--- config.mk ---
export PLATFORM = sky130hd
export DESIGN_NAME = bus_device
export DESIGN_NICKNAME = d
export VERILOG_FILES = /design/src/rtl/bus_pkg.sv /design/src/rtl/bus_device.sv /design/src/rtl/target_engine.sv /design/src/rtl/master_engine.sv /design/src/rtl/cmd_regs.sv /design/src/rtl/local_mem.sv
export VERILOG_INCLUDE_DIRS = /design/src /design/src/rtl
export SDC_FILE = /design/constraint.sdc
export NUM_CORES = 1
export LEC_CHECK = 0
export BUFFER_PORTS_ARGS = -buffer_cell sky130_fd_sc_hd__buf_4
export CORE_AREA = 2 2 348 350
export DETAILED_ROUTE_END_ITERATION = 12
export DIE_AREA = 0 0 350 352
export PLACE_DENSITY = 0.56
export SYNTH_ARGS = -nofsm -noshare
export SYNTH_HDL_FRONTEND = slang
export SYNTH_SLANG_ARGS = --single-unit
--- constraint.sdc ---
create_clock -name iframe -period 6 [get_ports iframe]
set_clock_uncertainty 0.15 [all_clocks]
set_input_delay 0.3 -clock iframe [delete_from_list [all_inputs] [get_ports iframe]]
set_output_delay 0.3 -clock iframe [all_outputs]
set_load 0.01 [all_outputs]
--- src/rtl/bus_macros.svh ---
`ifndef BUS_MACROS_SVH
`define BUS_MACROS_SVH

// address/data line width
`define BUS_WIDTH 32

// local memory depth in words
`define MEM_WORDS 10

// bits needed to index the memory
`define INDEX_WIDTH 4

// cycles the master waits for a target to claim the bus
`define DEVSEL_TIMEOUT 5

`endif
--- src/rtl/bus_pkg.sv ---
`include "bus_macros.svh"

package bus_pkg;

  // one bus word, either address or data
  typedef logic [`BUS_WIDTH-1:0] word_t;

  typedef logic [`INDEX_WIDTH-1:0] mem_index_t;

  // words per master burst, 1 to MEM_WORDS
  typedef logic [`INDEX_WIDTH-1:0] burst_count_t;

  typedef enum logic [2:0] {
    m_idle,
    m_request,
    m_address,
    m_data,
    m_release
  } master_state_t;

  typedef enum logic [2:0] {
    t_idle,
    t_write_data,
    t_turnaround,
    t_read_data,
    t_release
  } target_state_t;

endpackage

--- src/rtl/bus_device.sv ---
module bus_device (
  input  logic                  iframe,
  input  logic                  reset,
  input  bus_pkg::word_t        dev_id,
  input  logic                  cmd_req,
  input  bus_pkg::word_t        cmd_addr,
  input  bus_pkg::burst_count_t cmd_count,
  output logic                  cmd_ack,
  output logic                  cmd_abort,
  input  logic                  host_we,
  input  bus_pkg::mem_index_t   host_addr,
  input  bus_pkg::word_t        host_wdata,
  output bus_pkg::word_t        host_rdata,
  input  bus_pkg::word_t        ad_in,
  output bus_pkg::word_t        ad_out,
  output logic                  ad_oe,
  input  logic                  cbe_in,
  output logic                  cbe_out,
  input  logic                  frame_n_in,
  output logic                  frame_n_out,
  output logic                  frame_oe,
  input  logic                  irdy_n_in,
  output logic                  irdy_n_out,
  input  logic                  trdy_n_in,
  output logic                  trdy_n_out,
  input  logic                  devsel_n_in,
  output logic                  devsel_n_out,
  output logic                  target_oe,
  output logic                  req_n,
  input  logic                  gnt_n
);

  bus_pkg::word_t        burst_addr;
  bus_pkg::burst_count_t burst_count;
  logic                  start;
  logic                  done;
  logic                  abort;
  bus_pkg::mem_index_t   master_raddr;
  bus_pkg::word_t        master_rdata;
  bus_pkg::mem_index_t   target_raddr;
  bus_pkg::word_t        target_rdata;
  logic                  bus_we;
  bus_pkg::mem_index_t   bus_waddr;
  bus_pkg::word_t        bus_wdata;
  bus_pkg::word_t        master_ad_out;
  logic                  master_ad_oe;
  bus_pkg::word_t        target_ad_out;
  logic                  target_ad_oe;

  // only one engine drives the lines at a time
  assign ad_oe  = master_ad_oe | target_ad_oe;
  assign ad_out = master_ad_oe ? master_ad_out : target_ad_out;

  local_mem u_mem (
    .iframe       (iframe),
    .reset        (reset),
    .host_we      (host_we),
    .host_addr    (host_addr),
    .host_wdata   (host_wdata),
    .bus_we       (bus_we),
    .bus_waddr    (bus_waddr),
    .bus_wdata    (bus_wdata),
    .master_raddr (master_raddr),
    .target_raddr (target_raddr),
    .host_rdata   (host_rdata),
    .master_rdata (master_rdata),
    .target_rdata (target_rdata)
  );

  cmd_regs u_cmd (
    .iframe      (iframe),
    .reset       (reset),
    .cmd_req     (cmd_req),
    .cmd_addr    (cmd_addr),
    .cmd_count   (cmd_count),
    .done        (done),
    .abort       (abort),
    .cmd_ack     (cmd_ack),
    .cmd_abort   (cmd_abort),
    .start       (start),
    .burst_addr  (burst_addr),
    .burst_count (burst_count)
  );

  master_engine u_master (
    .iframe      (iframe),
    .reset       (reset),
    .start       (start),
    .burst_addr  (burst_addr),
    .burst_count (burst_count),
    .gnt_n       (gnt_n),
    .frame_n_in  (frame_n_in),
    .irdy_n_in   (irdy_n_in),
    .trdy_n_in   (trdy_n_in),
    .devsel_n_in (devsel_n_in),
    .mem_rdata   (master_rdata),
    .req_n       (req_n),
    .frame_n_out (frame_n_out),
    .irdy_n_out  (irdy_n_out),
    .cbe_out     (cbe_out),
    .frame_oe    (frame_oe),
    .ad_out      (master_ad_out),
    .ad_oe       (master_ad_oe),
    .mem_raddr   (master_raddr),
    .done        (done),
    .abort       (abort)
  );

  target_engine u_target (
    .iframe       (iframe),
    .reset        (reset),
    .dev_id       (dev_id),
    .frame_n_in   (frame_n_in),
    .irdy_n_in    (irdy_n_in),
    .cbe_in       (cbe_in),
    .ad_in        (ad_in),
    .mem_rdata    (target_rdata),
    .trdy_n_out   (trdy_n_out),
    .devsel_n_out (devsel_n_out),
    .target_oe    (target_oe),
    .ad_out       (target_ad_out),
    .ad_oe        (target_ad_oe),
    .mem_we       (bus_we),
    .mem_waddr    (bus_waddr),
    .mem_wdata    (bus_wdata),
    .mem_raddr    (target_raddr)
  );

endmodule

--- src/rtl/target_engine.sv ---
`include "bus_macros.svh"

module target_engine (
  input  logic                iframe,
  input  logic                reset,
  input  bus_pkg::word_t      dev_id,
  input  logic                frame_n_in,
  input  logic                irdy_n_in,
  input  logic                cbe_in,
  input  bus_pkg::word_t      ad_in,
  input  bus_pkg::word_t      mem_rdata,
  output logic                trdy_n_out,
  output logic                devsel_n_out,
  output logic                target_oe,
  output bus_pkg::word_t      ad_out,
  output logic                ad_oe,
  output logic                mem_we,
  output bus_pkg::mem_index_t mem_waddr,
  output bus_pkg::word_t      mem_wdata,
  output bus_pkg::mem_index_t mem_raddr
);

  localparam bus_pkg::mem_index_t LAST_INDEX = bus_pkg::mem_index_t'(`MEM_WORDS - 1);

  bus_pkg::target_state_t state;
  bus_pkg::mem_index_t    idx;
  bus_pkg::mem_index_t    next_idx;
  logic                   frame_q;
  logic                   claim;
  logic                   transfer;

  // address phase is the cycle frame falls
  assign claim    = frame_q && !frame_n_in && (ad_in == dev_id);
  assign transfer = !irdy_n_in && !trdy_n_out;
  assign next_idx = (idx == LAST_INDEX) ? '0 : idx + 1'b1;

  assign mem_we    = (state == bus_pkg::t_write_data) && transfer;
  assign mem_waddr = idx;
  assign mem_wdata = ad_in;
  // during read data the word after the current one is fetched ahead
  assign mem_raddr = (state == bus_pkg::t_read_data) ? next_idx : idx;

  always_ff @(posedge iframe)
  begin
    if (reset)
      frame_q <= 1'b1;
    else
      frame_q <= frame_n_in;
  end

  always_ff @(posedge iframe)
  begin
    if (reset)
    begin
      state        <= bus_pkg::t_idle;
      trdy_n_out   <= 1'b1;
      devsel_n_out <= 1'b1;
      target_oe    <= 1'b0;
      ad_oe        <= 1'b0;
      idx          <= '0;
    end
    else
    begin
      case (state)
        bus_pkg::t_idle:
        begin
          if (claim)
          begin
            idx          <= '0;
            devsel_n_out <= 1'b0;
            target_oe    <= 1'b1;
            if (cbe_in)
              state <= bus_pkg::t_turnaround;
            else
            begin
              trdy_n_out <= 1'b0;
              state      <= bus_pkg::t_write_data;
            end
          end
        end
        bus_pkg::t_write_data:
        begin
          if (transfer)
          begin
            idx <= next_idx;
            if (frame_n_in)
            begin
              trdy_n_out   <= 1'b1;
              devsel_n_out <= 1'b1;
              state        <= bus_pkg::t_release;
            end
          end
        end
        bus_pkg::t_turnaround:
        begin
          trdy_n_out <= 1'b0;
          ad_oe      <= 1'b1;
          ad_out     <= mem_rdata;
          state      <= bus_pkg::t_read_data;
        end
        bus_pkg::t_read_data:
        begin
          if (transfer)
          begin
            if (frame_n_in)
            begin
              trdy_n_out   <= 1'b1;
              devsel_n_out <= 1'b1;
              ad_oe        <= 1'b0;
              state        <= bus_pkg::t_release;
            end
            else
            begin
              ad_out <= mem_rdata;
              idx    <= next_idx;
            end
          end
        end
        bus_pkg::t_release:
        begin
          // controls were driven high last cycle, now let go of them
          target_oe <= 1'b0;
          state     <= bus_pkg::t_idle;
        end
        default:
          state <= bus_pkg::t_idle;
      endcase
    end
  end

endmodule

--- src/rtl/master_engine.sv ---
`include "bus_macros.svh"

module master_engine (
  input  logic                  iframe,
  input  logic                  reset,
  input  logic                  start,
  input  bus_pkg::word_t        burst_addr,
  input  bus_pkg::burst_count_t burst_count,
  input  logic                  gnt_n,
  input  logic                  frame_n_in,
  input  logic                  irdy_n_in,
  input  logic                  trdy_n_in,
  input  logic                  devsel_n_in,
  input  bus_pkg::word_t        mem_rdata,
  output logic                  req_n,
  output logic                  frame_n_out,
  output logic                  irdy_n_out,
  output logic                  cbe_out,
  output logic                  frame_oe,
  output bus_pkg::word_t        ad_out,
  output logic                  ad_oe,
  output bus_pkg::mem_index_t   mem_raddr,
  output logic                  done,
  output logic                  abort
);

  localparam int WAIT_WIDTH = $clog2(`DEVSEL_TIMEOUT) + 1;
  localparam logic [WAIT_WIDTH-1:0] WAIT_LAST = WAIT_WIDTH'(`DEVSEL_TIMEOUT - 1);
  localparam bus_pkg::mem_index_t LAST_INDEX = bus_pkg::mem_index_t'(`MEM_WORDS - 1);

  bus_pkg::master_state_t state;
  // index of the next word to fetch from memory
  bus_pkg::mem_index_t    idx;
  bus_pkg::mem_index_t    next_idx;
  logic [WAIT_WIDTH-1:0]  wait_cnt;
  logic                   transfer;
  logic                   bus_idle;

  assign next_idx  = (idx == LAST_INDEX) ? '0 : idx + 1'b1;
  assign transfer  = !trdy_n_in && !devsel_n_in;
  assign bus_idle  = frame_n_in && irdy_n_in;
  assign mem_raddr = idx;

  always_ff @(posedge iframe)
  begin
    if (reset)
    begin
      state       <= bus_pkg::m_idle;
      req_n       <= 1'b1;
      frame_n_out <= 1'b1;
      irdy_n_out  <= 1'b1;
      cbe_out     <= 1'b1;
      frame_oe    <= 1'b0;
      ad_oe       <= 1'b0;
      done        <= 1'b0;
      abort       <= 1'b0;
      idx         <= '0;
      wait_cnt    <= '0;
    end
    else
    begin
      done <= 1'b0;
      case (state)
        bus_pkg::m_idle:
        begin
          if (start)
          begin
            req_n <= 1'b0;
            abort <= 1'b0;
            state <= bus_pkg::m_request;
          end
        end
        bus_pkg::m_request:
        begin
          if (!gnt_n && bus_idle)
          begin
            req_n       <= 1'b1;
            frame_oe    <= 1'b1;
            ad_oe       <= 1'b1;
            frame_n_out <= 1'b0;
            cbe_out     <= 1'b0;
            ad_out      <= burst_addr;
            idx         <= '0;
            wait_cnt    <= '0;
            state       <= bus_pkg::m_address;
          end
        end
        bus_pkg::m_address:
        begin
          // first word goes out, frame rises at once for a single-word burst
          irdy_n_out  <= 1'b0;
          ad_out      <= mem_rdata;
          frame_n_out <= (idx == burst_count - 1'b1);
          idx         <= next_idx;
          state       <= bus_pkg::m_data;
        end
        bus_pkg::m_data:
        begin
          if (transfer)
          begin
            if (frame_n_out)
            begin
              irdy_n_out <= 1'b1;
              state      <= bus_pkg::m_release;
            end
            else
            begin
              ad_out      <= mem_rdata;
              frame_n_out <= (idx == burst_count - 1'b1);
              idx         <= next_idx;
            end
          end
          else if (devsel_n_in)
          begin
            // nobody claimed the address, give up
            if (wait_cnt == WAIT_LAST)
            begin
              abort       <= 1'b1;
              frame_n_out <= 1'b1;
              irdy_n_out  <= 1'b1;
              state       <= bus_pkg::m_release;
            end
            else
              wait_cnt <= wait_cnt + 1'b1;
          end
        end
        bus_pkg::m_release:
        begin
          frame_oe    <= 1'b0;
          ad_oe       <= 1'b0;
          frame_n_out <= 1'b1;
          irdy_n_out  <= 1'b1;
          cbe_out     <= 1'b1;
          done        <= 1'b1;
          state       <= bus_pkg::m_idle;
        end
        default:
          state <= bus_pkg::m_idle;
      endcase
    end
  end

endmodule

--- src/rtl/cmd_regs.sv ---
module cmd_regs (
  input  logic                  iframe,
  input  logic                  reset,
  input  logic                  cmd_req,
  input  bus_pkg::word_t        cmd_addr,
  input  bus_pkg::burst_count_t cmd_count,
  input  logic                  done,
  input  logic                  abort,
  output logic                  cmd_ack,
  output logic                  cmd_abort,
  output logic                  start,
  output bus_pkg::word_t        burst_addr,
  output bus_pkg::burst_count_t burst_count
);

  // high from accepting a command until the master reports done
  logic busy;

  always_ff @(posedge iframe)
  begin
    if (reset)
    begin
      busy      <= 1'b0;
      start     <= 1'b0;
      cmd_ack   <= 1'b0;
      cmd_abort <= 1'b0;
    end
    else
    begin
      start <= 1'b0;

      // a request is only taken once the previous ack has dropped
      if (cmd_req && !busy && !cmd_ack)
      begin
        busy  <= 1'b1;
        start <= 1'b1;
      end

      if (done && busy)
      begin
        busy      <= 1'b0;
        cmd_ack   <= 1'b1;
        cmd_abort <= abort;
      end

      if (cmd_ack && !cmd_req)
        cmd_ack <= 1'b0;
    end
  end

  // address and count steering the master for this burst
  always_ff @(posedge iframe)
  begin
    if (cmd_req && !busy && !cmd_ack)
    begin
      burst_addr  <= cmd_addr;
      burst_count <= cmd_count;
    end
  end

endmodule

--- src/rtl/local_mem.sv ---
`include "bus_macros.svh"

module local_mem (
  input  logic               iframe,
  input  logic               reset,
  input  logic               host_we,
  input  bus_pkg::mem_index_t host_addr,
  input  bus_pkg::word_t     host_wdata,
  input  logic               bus_we,
  input  bus_pkg::mem_index_t bus_waddr,
  input  bus_pkg::word_t     bus_wdata,
  input  bus_pkg::mem_index_t master_raddr,
  input  bus_pkg::mem_index_t target_raddr,
  output bus_pkg::word_t     host_rdata,
  output bus_pkg::word_t     master_rdata,
  output bus_pkg::word_t     target_rdata
);

  bus_pkg::word_t mem [`MEM_WORDS];

  // indices past the last word read as zero
  function automatic bus_pkg::word_t read_word(input bus_pkg::mem_index_t addr);
    if (int'(addr) < `MEM_WORDS)
      return mem[addr];
    return '0;
  endfunction

  always_ff @(posedge iframe)
  begin
    if (reset)
    begin
      for (int i = 0; i < `MEM_WORDS; i++)
        mem[i] <= '0;
    end
    else
    begin
      // bus side wins a same-cycle collision
      if (bus_we && int'(bus_waddr) < `MEM_WORDS)
        mem[bus_waddr] <= bus_wdata;
      if (host_we && int'(host_addr) < `MEM_WORDS && !(bus_we && bus_waddr == host_addr))
        mem[host_addr] <= host_wdata;
    end
  end

  always_comb
  begin
    host_rdata   = read_word(host_addr);
    master_rdata = read_word(master_raddr);
    target_rdata = read_word(target_raddr);
  end

endmodule

==> Flow_metrics.wiki <==
{| class="wikitable"
! Metric !! Value
|-
| Crit-path leading delay family || simple AND/OR/NAND/NOR gates
|-
| Buffers and inverters on the worst path || 2
|-
| Mean number of vias per cell || 5.37
|-
| Fin util || between 30 and 40%
|-
| Avg WL per Cell || around 26 µm
|-
| Flop and latch count out of synthesis || 650
|-
| Final WS setup || 1.94 ns
|-
| Most common cell after layout, fill and taps aside || edfxtp_1
|-
| Antenna violations before repair || 9
|-
| Net Sw Power || 2.62 mW
|-
| Data arrival time at the worst-slack endpoint || 4.40 ns
|-
| Clock Tree Buf Depth || 3
|-
| Total core area || 119000 µm²
|-
| First DRT Iteration DRCs || 3125
|-
| Via count of the first global-routing pass || approximately 26000
|-
| Top library cells by usage in the layout, fill and taps aside || edfxtp_1, nand2_1, buf_4
|-
| DR DRC count || 0
|-
| Rows || 127
|-
| Run status || complete, no violations
|-
| Pin count of the biggest net entering global routing || 87
|-
| Max-capacitance violation count || 0
|-
| Setup repair after global routing missed its margin || false
|-
| Die height || 352 µm
|-
| Cell Area, Synth || 35700 µm²
|-
| Part of the total power dissipated in the clock network || between 40% and 50%
|-
| Sum of met3 wire segment lengths after detailed routing || between 15 and 20 mm
|-
| Post-detail-place hpwl || between 80 and 90 mm
|-
| Met1 wire length || 52.5 mm
|-
| Top metal layer carrying routed signals || met5
|-
| Total vias in the final route || 27102
|-
| Crit-path cells || and3b_2 -> nand3_1 -> nand2_2 -> buf_4 -> nand2_1 -> buf_4 -> o22a_1 -> a21oi_1
|-
| Mean cell area of the mapped netlist || 12.0 µm²
|-
| GRT Residual Overflow || 0
|-
| CTS resizes || 0
|-
| Worst setup slack after placement || 1.99 ns
|-
| Overall routing resource usage || 21.2%
|-
| Data required time of the critical path || 6.34 ns
|-
| TritonCTS sink count || 650
|-
| Nature of the critical path startpoint || flop
|-
| Area growth, synth to finish || 21.0%
|-
| Fill cell instance count of the final layout || 11639
|-
| Async S/R FF share, synth || 0%
|-
| TritonCTS clock tree || done
|-
| Starting Density || 29.9%
|-
| CTS buffer count || 77
|-
| First-pass GRT wire length || 189 mm
|-
| LEAKAGE || 16.7 nW
|-
| Gate count after technology mapping || 2971
|-
| Yosys warning total || 0
|-
| Endpoint kind of the worst setup timing path || flop
|-
| EDFF count, synth || 612
|-
| Largest stage delay on the critical path || 0.81 ns
|-
| Part of the Yosys area used for sequential elements || 53.6%
|-
| Routed wire length || 133 mm
|-
| Detail Route Antenna Nets || 0
|-
| Number of failing setup endpoints in the final timing report || 0
|-
| Period Utilization, post-route || around 68%
|-
| Clock insertion delay at the later pin of the skew report || around 0.65 ns
|-
| Placed instance count || between 4000 and 5000
|-
| Number of endpoints with negative hold slack in the final report || 0
|-
| Slew @ Worst Pin || 1.31 ns
|-
| Total negative setup slack || 0 ns
|-
| Overall die area || ~120000 µm²
|-
| Port bufs || 220
|-
| Post-CTS setup buffers || 0
|-
| Count of TritonRoute iterations in the first routing pass || 7
|-
| Sequential power share || about half
|-
| Synth Flop Type || edfxtp_1
|-
| Final critical path time including I/O delays and setup || 4.06 ns
|-
| Power density of the placed cells || 249 nW/µm²
|-
| Clock-pin slew reported for the worst setup and hold paths after clock tree synthesis || 0.06 ns
|-
| Combinational fraction of design power || 8.8%
|-
| Crit Path Category || reg -> reg
|-
| Length of routed met2 wiring || 59.7 mm
|-
| Class of the worst hold path || in -> reg
|-
| Worst vdd rail ir drop || 202 µV
|-
| Synth cell types || 77
|-
| Total internal power || between 8 and 9 mW
|-
| IO Count || 221
|-
| Number of nets at the end of the flow || 3522
|-
| Max Transition Viols Final || 0
|-
| Share of cells above drive strength 1 || 20.5%
|-
| Achievable Freq || 0.247 GHz
|-
| CTS H-tree lvls || 3
|-
| Buffer type at the clock tree root || clkbuf_16
|-
| Slew margin rel. || 12.6%
|-
| Cell seen most often among critical-path stages || buf_4
|-
| CP max-delay cell || and3b_2
|-
| Final GP Congestion || 0.874
|-
| Sw Ratio || between 20% and 30%
|-
| Final standard cell count with taps included and fillers excluded || 5043
|-
| Die W || around 350 µm
|-
| Highest net fanout along the worst path || 40
|-
| Post-Route Hold Slack || ~0.052 ns
|}
## flip-flops by register name (all words and copies together), names as in the netlist, 3 cells and up, named ones only
name and cells:
u_cmd.burst_count 4, u_target.mem_waddr 4, u_master.state 3, u_mem.mem 512, u_target.state 3, u_cmd.burst_addr 32
u_master.ad_out 32, u_master.mem_raddr 4, u_target.ad_out 32, u_master.wait_cnt 4
## layout make-up
cell class	instances	area, µm²	share of cell area [%]
Sequential cell	650	19200	44.3
Multi-Input combinational cell	1991	15300	35.4
Timing Repair Buffer	417	3510	8.12
Clock buffer	100	2040	4.73
Tap cell	1612	2020	4.67
Inverter	236	886	2.05
Clock inverter	35	279	0.646
Antenna cell	2	5.00	0.0116
## synth_stat cells (5+ instances only)
master    instances  area (µm²)
buf_6             7        78.8
buf_4             6        45.0
mux4_2          224        5040
a32oi_1          11        96.3
inv_1           235         882
a41o_1           11         110
o211ai_1         19         143
o22ai_1          39         244
nand3_1          33         165
mux2_2           39         439
a31oi_1          37         231
mux2i_1         126        1260
nand2_1         533        2000
or2_2             6        37.5
xnor2_1          37         324
edfxtp_1        612       18400
o21ai_0         248        1240
o21ai_1          33         165
o32ai_1           5        43.8
clkbuf_1        156         586
nor2b_1           6        37.5
o31ai_1          13        97.6
buf_1            57         214
nand2b_1          9        56.3
or3b_2            5        43.8
a211oi_1         11        82.6
nor3_1           19        95.1
and2_1            6        37.5
mux2_1           30         338
o22a_1           17         149
a22o_1           64         561
buf_2            59         295
nand4_1          26         163
xor2_1            7        61.3
nor2_1           51         191
dfxtp_1          38         761
a21oi_1          66         330
## final timing paths
path / end / cells past startpoint / slack [ns] / from
hold reg to reg: u_cmd.cmd_abort / 2 / 0.30 / u_cmd.cmd_abort
setup / recovery: u_target.ad_out[14] / 8 / 1.94 / u_target.state[0]
setup reg to reg: u_target.ad_out[14] / 8 / 1.94 / u_target.state[0]
hold / removal: u_master.req_n / 4 / 0.05 / gnt_n
## timing repair
action | CTS | global route
hold buffers | 136 | 0
endpoints found under the setup margin | 0 | 0
hold endpoints to repair | 375 | 0
## logic make-up after synthesis
| kind of cell | Yosys count | synth area share (%) |
|---|---|---|
| other | 1 | 0.0105 |
| and+or+nand+nor | 728 | 8.74 |
| buffers and inverters | 521 | 5.90 |
| adders and majority gates | 3 | 0.105 |
| muxes | 423 | 20.0 |
| DFF | 650 | 53.6 |
| xor gates and xnor gates | 46 | 1.17 |
| AOI/OAI and AO/OA | 599 | 10.4 |
## worst register-to-register path: stages, from the launching register on
cell	delay (ns)
dfxtp_1	0.55
and3b_2	0.81
nand3_1	0.26
nand2_2	0.12
buf_4	0.56
nand2_1	0.62
buf_4	0.41
o22a_1	0.25
a21oi_1	0.16
## per-stage QoR
stage	instance area [µm²]	total power [mW]
CTS	43200	10.8
global route	43200	11.1
finish	43200	10.8
floorplan	36400	5.80
global placement	39500	6.26
detailed placement	39500	6.27
## metal layers
metal  up-vias  global-route usage [%]
li1      11661                       -
met1     13463                    28.1
met2      1654                    32.7
met3       316                    6.14
met4         8                    8.41
met5         -                   0.118
## power by group through the flow
stage	Clock, mW	Sequential, mW	Combinational, mW
2_1_floorplan	0	5.32	0.483
3_3_place_gp	0	5.39	0.875
3_5_place_dp	0	5.39	0.878
4_1_cts	4.58	5.29	0.941
5_1_grt	4.74	5.32	1.00
6_report	4.50	5.30	0.945
Note: power is estimated with default switching activity, not from simulation.
